--- src/design/hi_lo_regs.sv ---
`timescale 1ns/1ps

module hi_lo_regs (
    input  logic        clk,
    input  logic        rst,
    input  logic        hi_we,
    input  logic        lo_we,
    input  logic [31:0] hi_d,
    input  logic [31:0] lo_d,
    output logic [31:0] hi_q,
    output logic [31:0] lo_q
);

    // separate enables so mthi / mtlo leave the other half alone
    always_ff @(posedge clk) begin
        if (rst) begin
            hi_q <= 32'd0;
        end else if (hi_we) begin
            hi_q <= hi_d;
        end
    end

    always_ff @(posedge clk) begin
        if (rst) begin
            lo_q <= 32'd0;
        end else if (lo_we) begin
            lo_q <= lo_d;
        end
    end

endmodule

--- config.mk ---
export PLATFORM = sky130hd
export DESIGN_NAME = hi_lo_regs
export DESIGN_NICKNAME = d
export VERILOG_FILES = /design/src/design/hi_lo_regs.sv
export SDC_FILE = /design/constraint.sdc
export NUM_CORES = 1
export LEC_CHECK = 0
export BUFFER_PORTS_ARGS = -buffer_cell sky130_fd_sc_hd__buf_4
export CAP_MARGIN = 20
export CORE_MARGIN = 3
export CORE_UTILIZATION = 45
export CTS_CLUSTER_SIZE = 8
export DETAILED_ROUTE_END_ITERATION = 10
export PLACE_DENSITY = 0.92
export SLEW_MARGIN = 5
export SYNTH_ARGS = -nofsm -noshare
export SYNTH_HDL_FRONTEND = slang
export SYNTH_SLANG_ARGS = --single-unit
--- constraint.sdc ---
create_clock -name clk -period 1.36 [get_ports clk]
set_clock_uncertainty 0.15 [all_clocks]
set_input_delay 0.068 -clock clk [delete_from_list [all_inputs] [get_ports clk]]
set_output_delay 0.068 -clock clk [all_outputs]
set_load 0.05 [all_outputs]
==> results_dict.tcl <==
set metrics [dict create \
    wl_per_cell_um 15.5 \
    crit_fanout 2 \
    rows 25 \
    setup_viol 0 \
    portBuffers 131 \
    r2r_slack_ns 0.51 \
    multi_input_area_um2 881 \
    antenna_found_initial 0 \
    path_class "reg2out" \
    wirelength_um 7310 \
    worstHoldEndpoint "hi_q[21]" \
    tritoncts "done" \
    drcViolationCount 0 \
    htree_levels 3 \
    cp_slowest_cell "dfxtp_1" \
    final_common_cell "buf_4" \
    place_worst_setup_slack_ns 0.377 \
    rsz0062_at_grt "no" \
    worstPathRequired_ns 1.14 \
    die_h_um 78.1 \
    run_status "complete, no violations" \
    path_cells "buf_4" \
    antenna_cells 0 \
    min_path_type "in2reg" \
    min-delay-start "rst" \
    viasPerCell 4.68 \
    finalSetupTns_ns 0 \
    crit_buf_inv 1 \
    ir_worst_vdd_uv 1080 \
    slew_headroom_pct 82.3 \
    syn_avg_cell_area_um2 11.3 \
    fmax_mhz 892 \
    syn_nets 275 \
    seq_area_frac_synth_pct 54.8 \
    grt_usage_pct 25.2 \
    syn_area_mm2 0.00234 \
    start_util_pct 47.9 \
    area_growth_pct 77.4 \
    clk_latency_ns 0.32 \
    synth_cells 207 \
    hold_depth 3 \
    drive_above_1_share_pct 36.9 \
    hold_viol_final 0 \
    fin_crit_sh_pct 82.5 \
    grt_pass1_wl_um 12000 \
    regArea_mm2 0.00128 \
    fillers 271 \
    synth_top_area_share_pct 54.8 \
    vias 2213 \
    cpLargestDelayFamily "flip-flops" \
    cts_resized 0 \
    worstPathArrival_ns 0.90 \
    drt_iter0_drc 96 \
    maxCapViolCount 0 \
    post-synth-top-area-cell "dfxtp_1" \
    cts_sinks 64 \
    num_io_pins 132 \
    final_cell_mix "buf_4, mux2i_1, nor2_1, dfxtp_1, dlygate4sd3_1" \
    cts_buffers 9 \
    die_area_mm2 0.00610 \
    tightestPinTransition_ns 0.266 \
    slew_viol_final 0 \
    cts_buffer_depth 2 \
    dieWidth_um 78.1 \
    r2r.worst_path.cells 2 \
    placeableCoreArea_mm2 0.00488 \
    cts.reportedPaths.clkPinSlew_ns 0.07 \
    worstReg2RegStart "lo_q[4]" \
    leakage_nw 2.09 \
    synth_area_leaders "dfxtp_1, mux2i_1, nor2_1, buf_12, buf_2" \
    cts_root_buf "clkbuf_8" \
    ant_nets 0 \
    yosys_warnings 0 \
    rr_endpoint "lo_q[4]" \
    endpoint_kind "primary output" \
    setup_slack_ns 0.239 \
    routabilityCongestion 0.695 \
    grt_max_degree 65 \
    synth_cell_type_count 7 \
    dr.pass1.iters 4 \
    p_per_area_mw_per_mm2 1200 \
    finalNetCount 469 \
    period_needed_ns 1.12 \
    grt_pass1_vias 2498 \
    crit_path_max_incr_delay_ns 0.36 \
    gr-total-overflow 0 \
    dp_hpwl_um 4010 \
    startpoint_type "flip-flop" \
    ys_ff_latch 64 \
]
per-stage QoR:
step                cells  hold slack, ns  utilization, %  power, mW  cell area (µm²)
floorplan             207          0.0652               -       2.74             2340
global placement      393           0.149            67.4       3.06             3290
detailed placement    393           0.160            67.4       3.08             3290
CTS                   473          0.0523            85.1       4.98             4150
global route          473          0.0599            85.1       5.18             4150
finish                473          0.0660            85.1       4.98             4150
final cells by class:
type	count	area share [%]
timing repair buffer	198	40.6
sequential	64	30.9
clock inverter	6	1.99
tap	67	2.02
multi-input combinational	128	21.2
clock buffer	10	3.32
synthesized netlist by cell type (all sizes together):
cell type  instances
clkbuf             1
dfxtp             64
buf               14
nor2              64
mux2i             64
power breakdown:
part	switching (mW)	internal, mW	leakage [nW]
sequential	0.0636	1.99	0.529
clock	0.693	1.07	0.112
combinational	0.658	0.505	1.45
cells by family (layout without fill, tap and decap cells):
kind of cell	Yosys count	after routing	share of synthesized area [%]
flip-flops	64	64	54.8
buffers and inverters	15	214	7.59
multiplexers	64	64	27.4
AND/OR/NAND/NOR	64	64	10.3
worst max-delay path by stage:
stage / from / to / depth (start not counted)
after floorplan: hi_q[0] / hi_q[0] / 2
after global placement: lo_we / lo_q[23] / 4
after detailed placement: hi_we / hi_q[17] / 4
after CTS: lo_q[30] / lo_q[30] / 1
after global routing: hi_q[20] / hi_q[20] / 1
final: lo_q[6] / lo_q[6] / 1
registers in the layout (all words and copies together) (netlist names):
name  flops
hi_q     32
lo_q     32
routing by layer:
metal	up-vias	global-route usage (%)	part of all wire, %
li1	1071	-	-
met1	1016	25.9	37
met2	104	46.9	53
met3	22	7.45	7.1
met4	0	11.4	3.3
met5	-	0	0
repair_timing:
item,in CTS,in global routing
setup buffers,0,0
hold buffers,64,0
hold endpoints to repair,64,0
endpoints found under the setup margin,0,0
(Power assumes the default switching activity.)
