**src/design/reg_file.sv**
```systemverilog
`timescale 1ns/1ps

module reg_file (
    input  logic        clk,
    input  logic [4:0]  raddr_a,
    input  logic [4:0]  raddr_b,
    output logic [31:0] rdata_a,
    output logic [31:0] rdata_b,
    input  logic        we,
    input  logic [4:0]  waddr,
    input  logic [31:0] wdata
);

    logic [31:0] regs [32]; // no reset, contents undefined until written

    // r0 is never stored
    always_ff @(posedge clk) begin
        if (we && (waddr != 5'd0)) begin
            regs[waddr] <= wdata;
        end
    end

    // reads see the state before this edge's write
    assign rdata_a = (raddr_a == 5'd0) ? 32'd0 : regs[raddr_a];
    assign rdata_b = (raddr_b == 5'd0) ? 32'd0 : regs[raddr_b];

endmodule

```
**config.mk**
```make
export PLATFORM = sky130hd
export DESIGN_NAME = reg_file
export DESIGN_NICKNAME = d
export VERILOG_FILES = /design/src/design/reg_file.sv
export SDC_FILE = /design/constraint.sdc
export NUM_CORES = 1
export LEC_CHECK = 0
export BUFFER_PORTS_ARGS = -buffer_cell sky130_fd_sc_hd__buf_4
export CORE_MARGIN = 2
export CORE_UTILIZATION = 30
export CTS_CLUSTER_SIZE = 24
export DETAILED_ROUTE_END_ITERATION = 8
export PLACE_DENSITY = 0.52
export SLEW_MARGIN = 20
export SYNTH_ARGS = -nofsm -noshare
export SYNTH_HDL_FRONTEND = slang
export SYNTH_SLANG_ARGS = --single-unit
```
**constraint.sdc**
```tcl
create_clock -name clk -period 3.63 [get_ports clk]
set_input_delay 0.1815 -clock clk [delete_from_list [all_inputs] [get_ports clk]]
set_output_delay 0.1815 -clock clk [all_outputs]
set_load 0.02 [all_outputs]
```
==> results.cfg <==
[cells_and_area]
drive_gt1_frac = 0.2967
final_cell_mix = edfxtp_1 (1024), mux2i_1 (320), mux4_2 (298), buf_4 (232), clkbuf_16 (107)
syn_to_final_growth_pct = 16.67
largest_register_ffs = 1024
fill_cells = 14660
layout.nets = 2839
top_register = regs
final_area_sq_mm = 0.05592
final_common_cell = edfxtp_1
reg_top3 = regs x1024

[floorplan]
initial_core_util = 0.3023
ioPinCount = 113
die_x_um = 403.7
die_h_um = 403.7
dieArea_sq_mm = 0.1630
core_area_sq_mm = 0.1586
rows = 146

[min_path]
hp-class = primary input to register

[setup_path]
cp_max_fo = 26
path_class = primary input to primary output
crit_path_end_kind = primary output
start_kind = primary input
cp.required_ps = 3450
critPathArrivalTime_ps = 3190

[global_route]
antenna_found_initial = 8
grt_usage = 0.2031
first_global_vias = 29790
grt_overflow = 0
grt_first_pass_wirelength_um = 233800
grt_start_max_net_pins = 73

[timing]
maxSlewViolCount = 0
post-route-period-util = 0.9276
hold_slack_ps = 244.5
maxSlewHeadroom = 0.3453
setup_violations = 0
fin_ws_ps = 262.7
tightest_slew_ps = 976.2
finalSetupTns_ps = 0
max_freq_ghz = 0.2970
layout_min_cycle_time_ps = 3367
rsz0062_at_grt = no
hold_violations = 0

[cts]
post-cts-setup-buffers = 0
clockBufferDepth = 3
cts.sinks = 1024
clk_pin_slew_worst_paths_ps = 70
cts-root-buf = clkbuf_16
cts_max_level = 3
tritoncts = done
cts_buffers = 103

[synth]
seq_area_frac_synth = 0.6416
ys.flop_type = edfxtp_1
yosys_warnings = 0
synth_seq_cells = 1024
async_flop_share = 0
synth_edf_count = 1024
syn_area_sq_mm = 0.04793
syn_inst = 2564
avgSynthCellArea_sq_um = 18.69
yosys.cell_types.count = 38

[route]
antenna_left = 0
vias_per_cell = 5.855
vias = 28970
routed_wl_um = 168700
wire_per_inst_um = 34.09
drc = 0
drt_iter0_markers = 3627
drt-pass1-iter-count = 5

[power]
powerDensity_mw_per_mm2 = 471.4
power.leakage_nw = 18.21
irDropWorstVdd_uv = 374.6
fin_total_pwr_mw = 26.36

[placement]
place_area_sq_mm = 0.05232
port_buffers = 112
hpwl_um = 102100
routabilityCongestion = 0.8262
place_ws_ps = 459.7

[run]
cap_violations = 0

[status]
outcome = completed
[worst max-delay path: stages]
cell and delay, ps:
buf_4 460, or2_2 250, or4_4 580, o21ai_0 440, a311oi_1 840, buf_4 230
buf_4 130
[cells in the mapped netlist (all sizes together) (2+ instances only)]
cell type | number | share of area
o2111ai | 9 | 0.0016
mux2i | 320 | 0.067
clkbuf | 99 | 0.0078
a21oi | 32 | 0.0033
inv | 2 | 0.00016
nand3 | 2 | 0.00021
o221ai | 64 | 0.012
or3 | 2 | 0.00026
nor2 | 37 | 0.0029
a311oi | 32 | 0.0058
and2 | 2 | 0.00026
nor2b | 37 | 0.0048
nand4 | 32 | 0.0042
mux4 | 352 | 0.17
a211oi | 64 | 0.010
o21ai | 55 | 0.0057
nand2 | 83 | 0.0065
mux2 | 64 | 0.015
a22oi | 64 | 0.010
edfxtp | 1024 | 0.64
buf | 117 | 0.016
a221oi | 55 | 0.013
or3b | 5 | 0.00091
nand3b | 6 | 0.00094
[report_power, final]
part | internal (mW) | switching [mW]
sequential | 13.2 | 0.0771
clock | 5.93 | 4.53
combinational | 1.04 | 1.60
[layer usage]
layer	up-vias	share of wire	global-route usage
met2	1535	0.48	0.3368
met1	15590	0.40	0.2604
met5	-	0.00040	0
met4	10	0.040	0.08399
li1	11500	-	-
met3	333	0.079	0.03988
[per-stage QoR]
step,utilization,cells
finish,0.3527,4948
global route,0.3527,4948
detailed placement,0.3300,4725
floorplan,-,2595
CTS,0.3526,4947
global placement,0.3300,4725
[final timing paths]
path	slack, ps	start	depth (start not counted)	endpoint
setup / recovery	260	raddr_a[3]	7	rdata_a[19]
hold / removal	240	waddr[3]	3	regs[18][9]$_DFFE_PP_
[cells by family (layout without fill, tap and decap cells)]
group,Yosys count,after routing,synth area share
AND/OR/NAND/NOR,210,210,0.02167
flip-flops,1024,1024,0.6416
AO/OA/AOI/OAI,375,375,0.06085
buffers and inverters,218,498,0.02436
multiplexers,736,736,0.2515
other,1,33,0.00007824
[what timing repair did]
action | in CTS | in global routing
hold buffers | 32 | 0
endpoints found under the hold margin | 1024 | 0
gates resized for setup | 0 | 0
[area by class of cell]
class	count	area (sq um)	area share
antenna	1	2.502	0.00004475
clock buffer	127	2753	0.04923
clock inverter	63	521.8	0.009331
inverter	2	8.758	0.0001566
multi-input combinational	1353	16420	0.2937
sequential	1024	30750	0.5499
tap	2072	2592	0.04636
timing repair buffer	306	2865	0.05124
No activity file was read; power rests on OpenSTA's default activity.
