===== config.mk =====
export PLATFORM = sky130hd
export DESIGN_NAME = writeback_ctrl
export DESIGN_NICKNAME = d
export VERILOG_FILES = /design/src/design/mips_pkg.sv /design/src/design/writeback_ctrl.sv
export SDC_FILE = /design/constraint.sdc
export NUM_CORES = 1
export LEC_CHECK = 0
export BUFFER_PORTS_ARGS = -buffer_cell sky130_fd_sc_hd__buf_2
export CORE_AREA = 2 2 96 98
export CTS_BUF_LIST = sky130_fd_sc_hd__clkbuf_2 sky130_fd_sc_hd__clkbuf_4 sky130_fd_sc_hd__clkbuf_8
export DETAILED_ROUTE_END_ITERATION = 8
export DIE_AREA = 0 0 98 100
export PLACE_DENSITY = 0.8
export REMOVE_ABC_BUFFERS = 1
export SYNTH_ARGS = -nofsm -noshare
export SYNTH_HDL_FRONTEND = slang
export SYNTH_SLANG_ARGS = --single-unit

===== constraint.sdc =====
create_clock -name clk -period 2.05 [get_ports clk]
set_clock_uncertainty 0.1 [all_clocks]
set_input_delay 0.205 -clock clk [delete_from_list [all_inputs] [get_ports clk]]
set_output_delay 0.205 -clock clk [all_outputs]
set_load 0.03 [all_outputs]

===== src/design/mips_pkg.sv =====
package mips_pkg;

    localparam int XLEN = 32;

    // primary opcodes, instr[31:26]
    localparam logic [5:0] OP_SPECIAL = 6'd0;
    localparam logic [5:0] OP_REGIMM  = 6'd1;
    localparam logic [5:0] OP_BEQ     = 6'd4;
    localparam logic [5:0] OP_BNE     = 6'd5;
    localparam logic [5:0] OP_BLEZ    = 6'd6;
    localparam logic [5:0] OP_BGTZ    = 6'd7;
    localparam logic [5:0] OP_ADDI    = 6'd8;
    localparam logic [5:0] OP_ADDIU   = 6'd9;
    localparam logic [5:0] OP_SLTI    = 6'd10;
    localparam logic [5:0] OP_SLTIU   = 6'd11;
    localparam logic [5:0] OP_ANDI    = 6'd12;
    localparam logic [5:0] OP_ORI     = 6'd13;
    localparam logic [5:0] OP_XORI    = 6'd14;
    localparam logic [5:0] OP_LUI     = 6'd15;
    localparam logic [5:0] OP_LB      = 6'd32;
    localparam logic [5:0] OP_LH      = 6'd33;
    localparam logic [5:0] OP_LW      = 6'd34;
    localparam logic [5:0] OP_LBU     = 6'd36;
    localparam logic [5:0] OP_LHU     = 6'd37;
    localparam logic [5:0] OP_SB      = 6'd40;
    localparam logic [5:0] OP_SH      = 6'd41;
    localparam logic [5:0] OP_SW      = 6'd43;

    // SPECIAL funct field, instr[5:0]
    localparam logic [5:0] FN_SLL   = 6'd0;
    localparam logic [5:0] FN_SRL   = 6'd2;
    localparam logic [5:0] FN_SRA   = 6'd3;
    localparam logic [5:0] FN_SLLV  = 6'd4;
    localparam logic [5:0] FN_SRLV  = 6'd6;
    localparam logic [5:0] FN_SRAV  = 6'd7;
    localparam logic [5:0] FN_MFHI  = 6'd16;
    localparam logic [5:0] FN_MTHI  = 6'd17;
    localparam logic [5:0] FN_MFLO  = 6'd18;
    localparam logic [5:0] FN_MTLO  = 6'd19;
    localparam logic [5:0] FN_MULT  = 6'd24;
    localparam logic [5:0] FN_MULTU = 6'd25;
    localparam logic [5:0] FN_DIV   = 6'd26;
    localparam logic [5:0] FN_DIVU  = 6'd27;
    localparam logic [5:0] FN_ADD   = 6'd32;
    localparam logic [5:0] FN_ADDU  = 6'd33;
    localparam logic [5:0] FN_SUB   = 6'd34;
    localparam logic [5:0] FN_SUBU  = 6'd35;
    localparam logic [5:0] FN_AND   = 6'd36;
    localparam logic [5:0] FN_OR    = 6'd37;
    localparam logic [5:0] FN_XOR   = 6'd38;
    localparam logic [5:0] FN_NOR   = 6'd39;
    localparam logic [5:0] FN_SLT   = 6'd42;
    localparam logic [5:0] FN_SLTU  = 6'd43;

    // REGIMM branches select on the rt field
    localparam logic [4:0] RT_BLTZ   = 5'd0;
    localparam logic [4:0] RT_BGEZ   = 5'd1;
    localparam logic [4:0] RT_BLTZAL = 5'd16;
    localparam logic [4:0] RT_BGEZAL = 5'd17;

    localparam logic [4:0]      LINK_REG    = 5'd31;
    localparam logic [XLEN-1:0] LINK_OFFSET = 32'd8; // return past the delay slot

    typedef union packed {
        struct packed {
            logic [5:0] opcode;
            logic [4:0] rs;
            logic [4:0] rt;
            logic [4:0] rd;
            logic [4:0] shamt;
            logic [5:0] funct;
        } r;
        struct packed {
            logic [5:0]  opcode;
            logic [4:0]  rs;
            logic [4:0]  rt;
            logic [15:0] imm;
        } i;
    } instr_t;

endpackage


===== src/design/writeback_ctrl.sv =====
`timescale 1ns/1ps

module writeback_ctrl (
    input  logic                      clk,
    input  logic                      rst,
    input  logic                      valid,
    input  mips_pkg::instr_t          instr,
    input  logic [mips_pkg::XLEN-1:0] pc,
    input  logic [mips_pkg::XLEN-1:0] result,
    input  logic                      b_flag,
    input  logic                      link,
    input  logic                      write_reg,
    input  logic                      mem_en,
    input  logic [mips_pkg::XLEN-1:0] mem_addr_calc,
    output logic                      rf_we,
    output logic [4:0]                rf_waddr,
    output logic [mips_pkg::XLEN-1:0] rf_wdata,
    output logic                      wb_en,
    output logic [4:0]                wb_addr,
    output logic [mips_pkg::XLEN-1:0] wb_data,
    output logic                      branch_taken,
    output logic                      mem_access,
    output logic [mips_pkg::XLEN-1:0] mem_addr
);

    import mips_pkg::*;

    // link beats the format-based choice
    always_comb begin
        if (link) begin
            rf_waddr = LINK_REG;
        end else if (instr.r.opcode == OP_SPECIAL) begin
            rf_waddr = instr.r.rd;
        end else begin
            rf_waddr = instr.i.rt;
        end
    end

    assign rf_we    = valid & write_reg;
    assign rf_wdata = link ? (pc + LINK_OFFSET) : result;

    // outputs live for one cycle after the strobe
    always_ff @(posedge clk) begin
        if (rst || !valid) begin
            wb_en        <= 1'b0;
            wb_addr      <= '0;
            wb_data      <= '0;
            branch_taken <= 1'b0;
            mem_access   <= 1'b0;
            mem_addr     <= '0;
        end else begin
            wb_en        <= write_reg;
            wb_addr      <= write_reg ? rf_waddr : 5'd0;
            wb_data      <= write_reg ? rf_wdata : '0;
            branch_taken <= b_flag;
            mem_access   <= mem_en;
            mem_addr     <= mem_en ? mem_addr_calc : '0;
        end
    end

endmodule


==> out/summary.txt <==
Largest net degree at the start of global routing -> 61
Crit end category -> output port
Area contributors post-synth -> dfxtp_1, and2_1, nor2_1
CTS buffer count -> 9
Outcome -> completed
Sequential area share after synthesis -> 46.6%
Slew @ Worst Pin -> 0.514 ns
Site row count -> 35
Max H-tree Level -> 3
Die ar. -> 9800 sq um
Post-Syn Area -> 3090 sq um
Most frequent cells in the layout -> buf_2, dfxtp_1, and2_1, buf_4, nor2_1
Fmax -> 0.490 GHz
Initial DRC count -> 76
WP buf/inv -> 3
Sequential cell area -> 1440 sq um
Predominant post-synthesis flop cell -> dfxtp_1
DR vias -> 3494
Final setup vio count -> 0
CTS max path bufs -> 2
Clk slew on worst S/H paths -> 0.08 ns
Worst setup path startpoint -> pc[13]
CP top delay family -> simple AND/OR/NAND/NOR gates
Area of the multi-input gates -> 1650 sq um
Critical path class -> in -> out
Synth area leader -> dfxtp_1
Cells after synthesis -> 340
Max-slew headroom -> 65.7%
Ordered list of cells on the worst path -> buf_6, nand4_1, or2_4, nor4_4, mux2i_2, buf_4, nor2_2, buf_6
Width of the die -> 98 um
Boundary Pins -> 245
Worst VDD drop -> 0.366 mV
Period utilization -> 99.7%
GRT Residual Overflow -> 0
Critical Path RT -> 1.75 ns
ANT cells -> 0
Synth Warn # -> 0
Synthesis-to-finish area growth -> 71.8%
Netlist cell types -> 39
Min-Delay Path Class -> in -> reg
Dpl hpwl -> 7510 um
RSZ-0062 raised after global routing -> true
Post-synth top area share -> 46.6%
Tmin final -> 2.04 ns
Final ANT Viol Nets -> 0
Synthesized area per cell -> 9.10 sq um
Lkg Pwr -> 2.67 nW
Commonest non-fill, non-tap cell in the layout -> buf_2
Detailed Route WL -> 10600 um
Initial Util -> 34.8%
Count of final hold-check violations -> 0
Placed instance area -> 4550 sq um
Share of cells above drive strength 1 -> 50.5%
CTS tree -> yes
Die H -> 100 um
First-pass GRT wire length -> 15600 um
Crit path max fanout -> 5
Design area -> 5310 sq um
Power Density -> 631 nW/um^2
Tot Pwr -> 3.36 mW
Via density -> 4.66
Core area -> 8890 sq um
Arrival time of the worst setup path -> 1.74 ns
Crit path largest cell delay -> 0.33 ns
# DRC -> 0
Slowest CP cell -> or2_4
Initial antenna violation count -> 0
Fill count -> 758
Slew Viols, Final -> 0
Fin util -> 59.8%
DR WL/cell -> 14.1 um
Vias in the first global route -> 3403
CP Launch Type -> input port
Total GRT Usage -> 19.7%
Root Driver -> clkbuf_8
Routability cong. -> 0.812
Drt pass-1 iters -> 4
FF+latch count, synth -> 72
Number of flops mapped to enable cells by yosys -> 0
Synth async-reset ratio -> 0%
Hold path start -> valid
Clock Sinks -> 72
# Max-Cap Violations -> 0
IO buf count -> 228
Fin nets -> 770
Critical path's most frequent cell -> buf_6
## area by class of cell
| type | count | share of cell area [%] |
|---|---|---|
| clock buffer | 9 | 2.33 |
| inverter | 5 | 0.353 |
| multi-input combinational | 244 | 31.0 |
| clock inverter | 7 | 1.53 |
| timing repair buffer | 302 | 35.0 |
| sequential | 72 | 27.1 |
| tap | 111 | 2.61 |
## cells by family after synthesis
kind of cell / share of synthesized area, %
compound gates: 8.33
flops: 46.6
buf+inv: 3.56
mux: 3.72
fa+ha+maj: 0.404
simple gates: 32.6
xor+xnor: 4.81
## registers in the layout, summed over array words and instances, names as in the netlist
name	count
wb_addr	5
mem_access	1
wb_en	1
branch_taken	1
wb_data	32
mem_addr	32
## power by group
part	internal (mW)	switching, mW	leakage (nW)
sequential	1.44	0.00989	0.587
clock	0.576	0.561	0.105
combinational	0.319	0.449	1.97
## what timing repair did
action / in CTS / in global routing
pin swaps: 9 / 8
hold endpoints to repair: 33 / 0
hold buffers: 33 / 0
resized for setup: 14 / 24
endpoints found under the setup margin: 9 / 15
cloned: 1 / 0
buffers inserted: 1 / 7
## final timing paths
kind	endpoint	slack, ns	depth (start not counted)
max	rf_wdata[30]	0.007	8
min	branch_taken	0.04	2
## Yosys cell counts (all sizes together), types with 4 or more instances
library cell / n
a21oi: 24
and2: 48
and3: 4
buf: 8
clkbuf: 11
dfxtp: 72
inv: 5
mux2: 4
mux2i: 7
nand2: 22
nand3: 15
nand4: 5
nor2: 38
nor3: 19
nor4: 11
o21ai: 4
o31a: 5
xnor2: 13
xor2: 4
## metal layers
| layer | global-route usage [%] | vias to the layer above | share of wire, % |
|---|---|---|---|
| met5 | 0 | - | 0 |
| met4 | 6.09 | 0 | 1.8 |
| met3 | 6.96 | 18 | 8.0 |
| met2 | 36.4 | 149 | 52 |
| met1 | 21.0 | 1579 | 38 |
| li1 | - | 1748 | - |
## stage by stage
stage	instances	hold slack (ns)	setup WS (ns)	TNS (ns)
finish	750	0.0400	0.00710	0
global route	750	0.0176	-0.0573	-0.128
global placement	692	0.305	-0.126	-0.406
detailed placement	692	0.307	-0.139	-0.477
CTS	743	0.00944	-0.0406	-0.0406
floorplan	321	0.197	-0.0546	-0.138
Power figures use the tool's default switching activity.
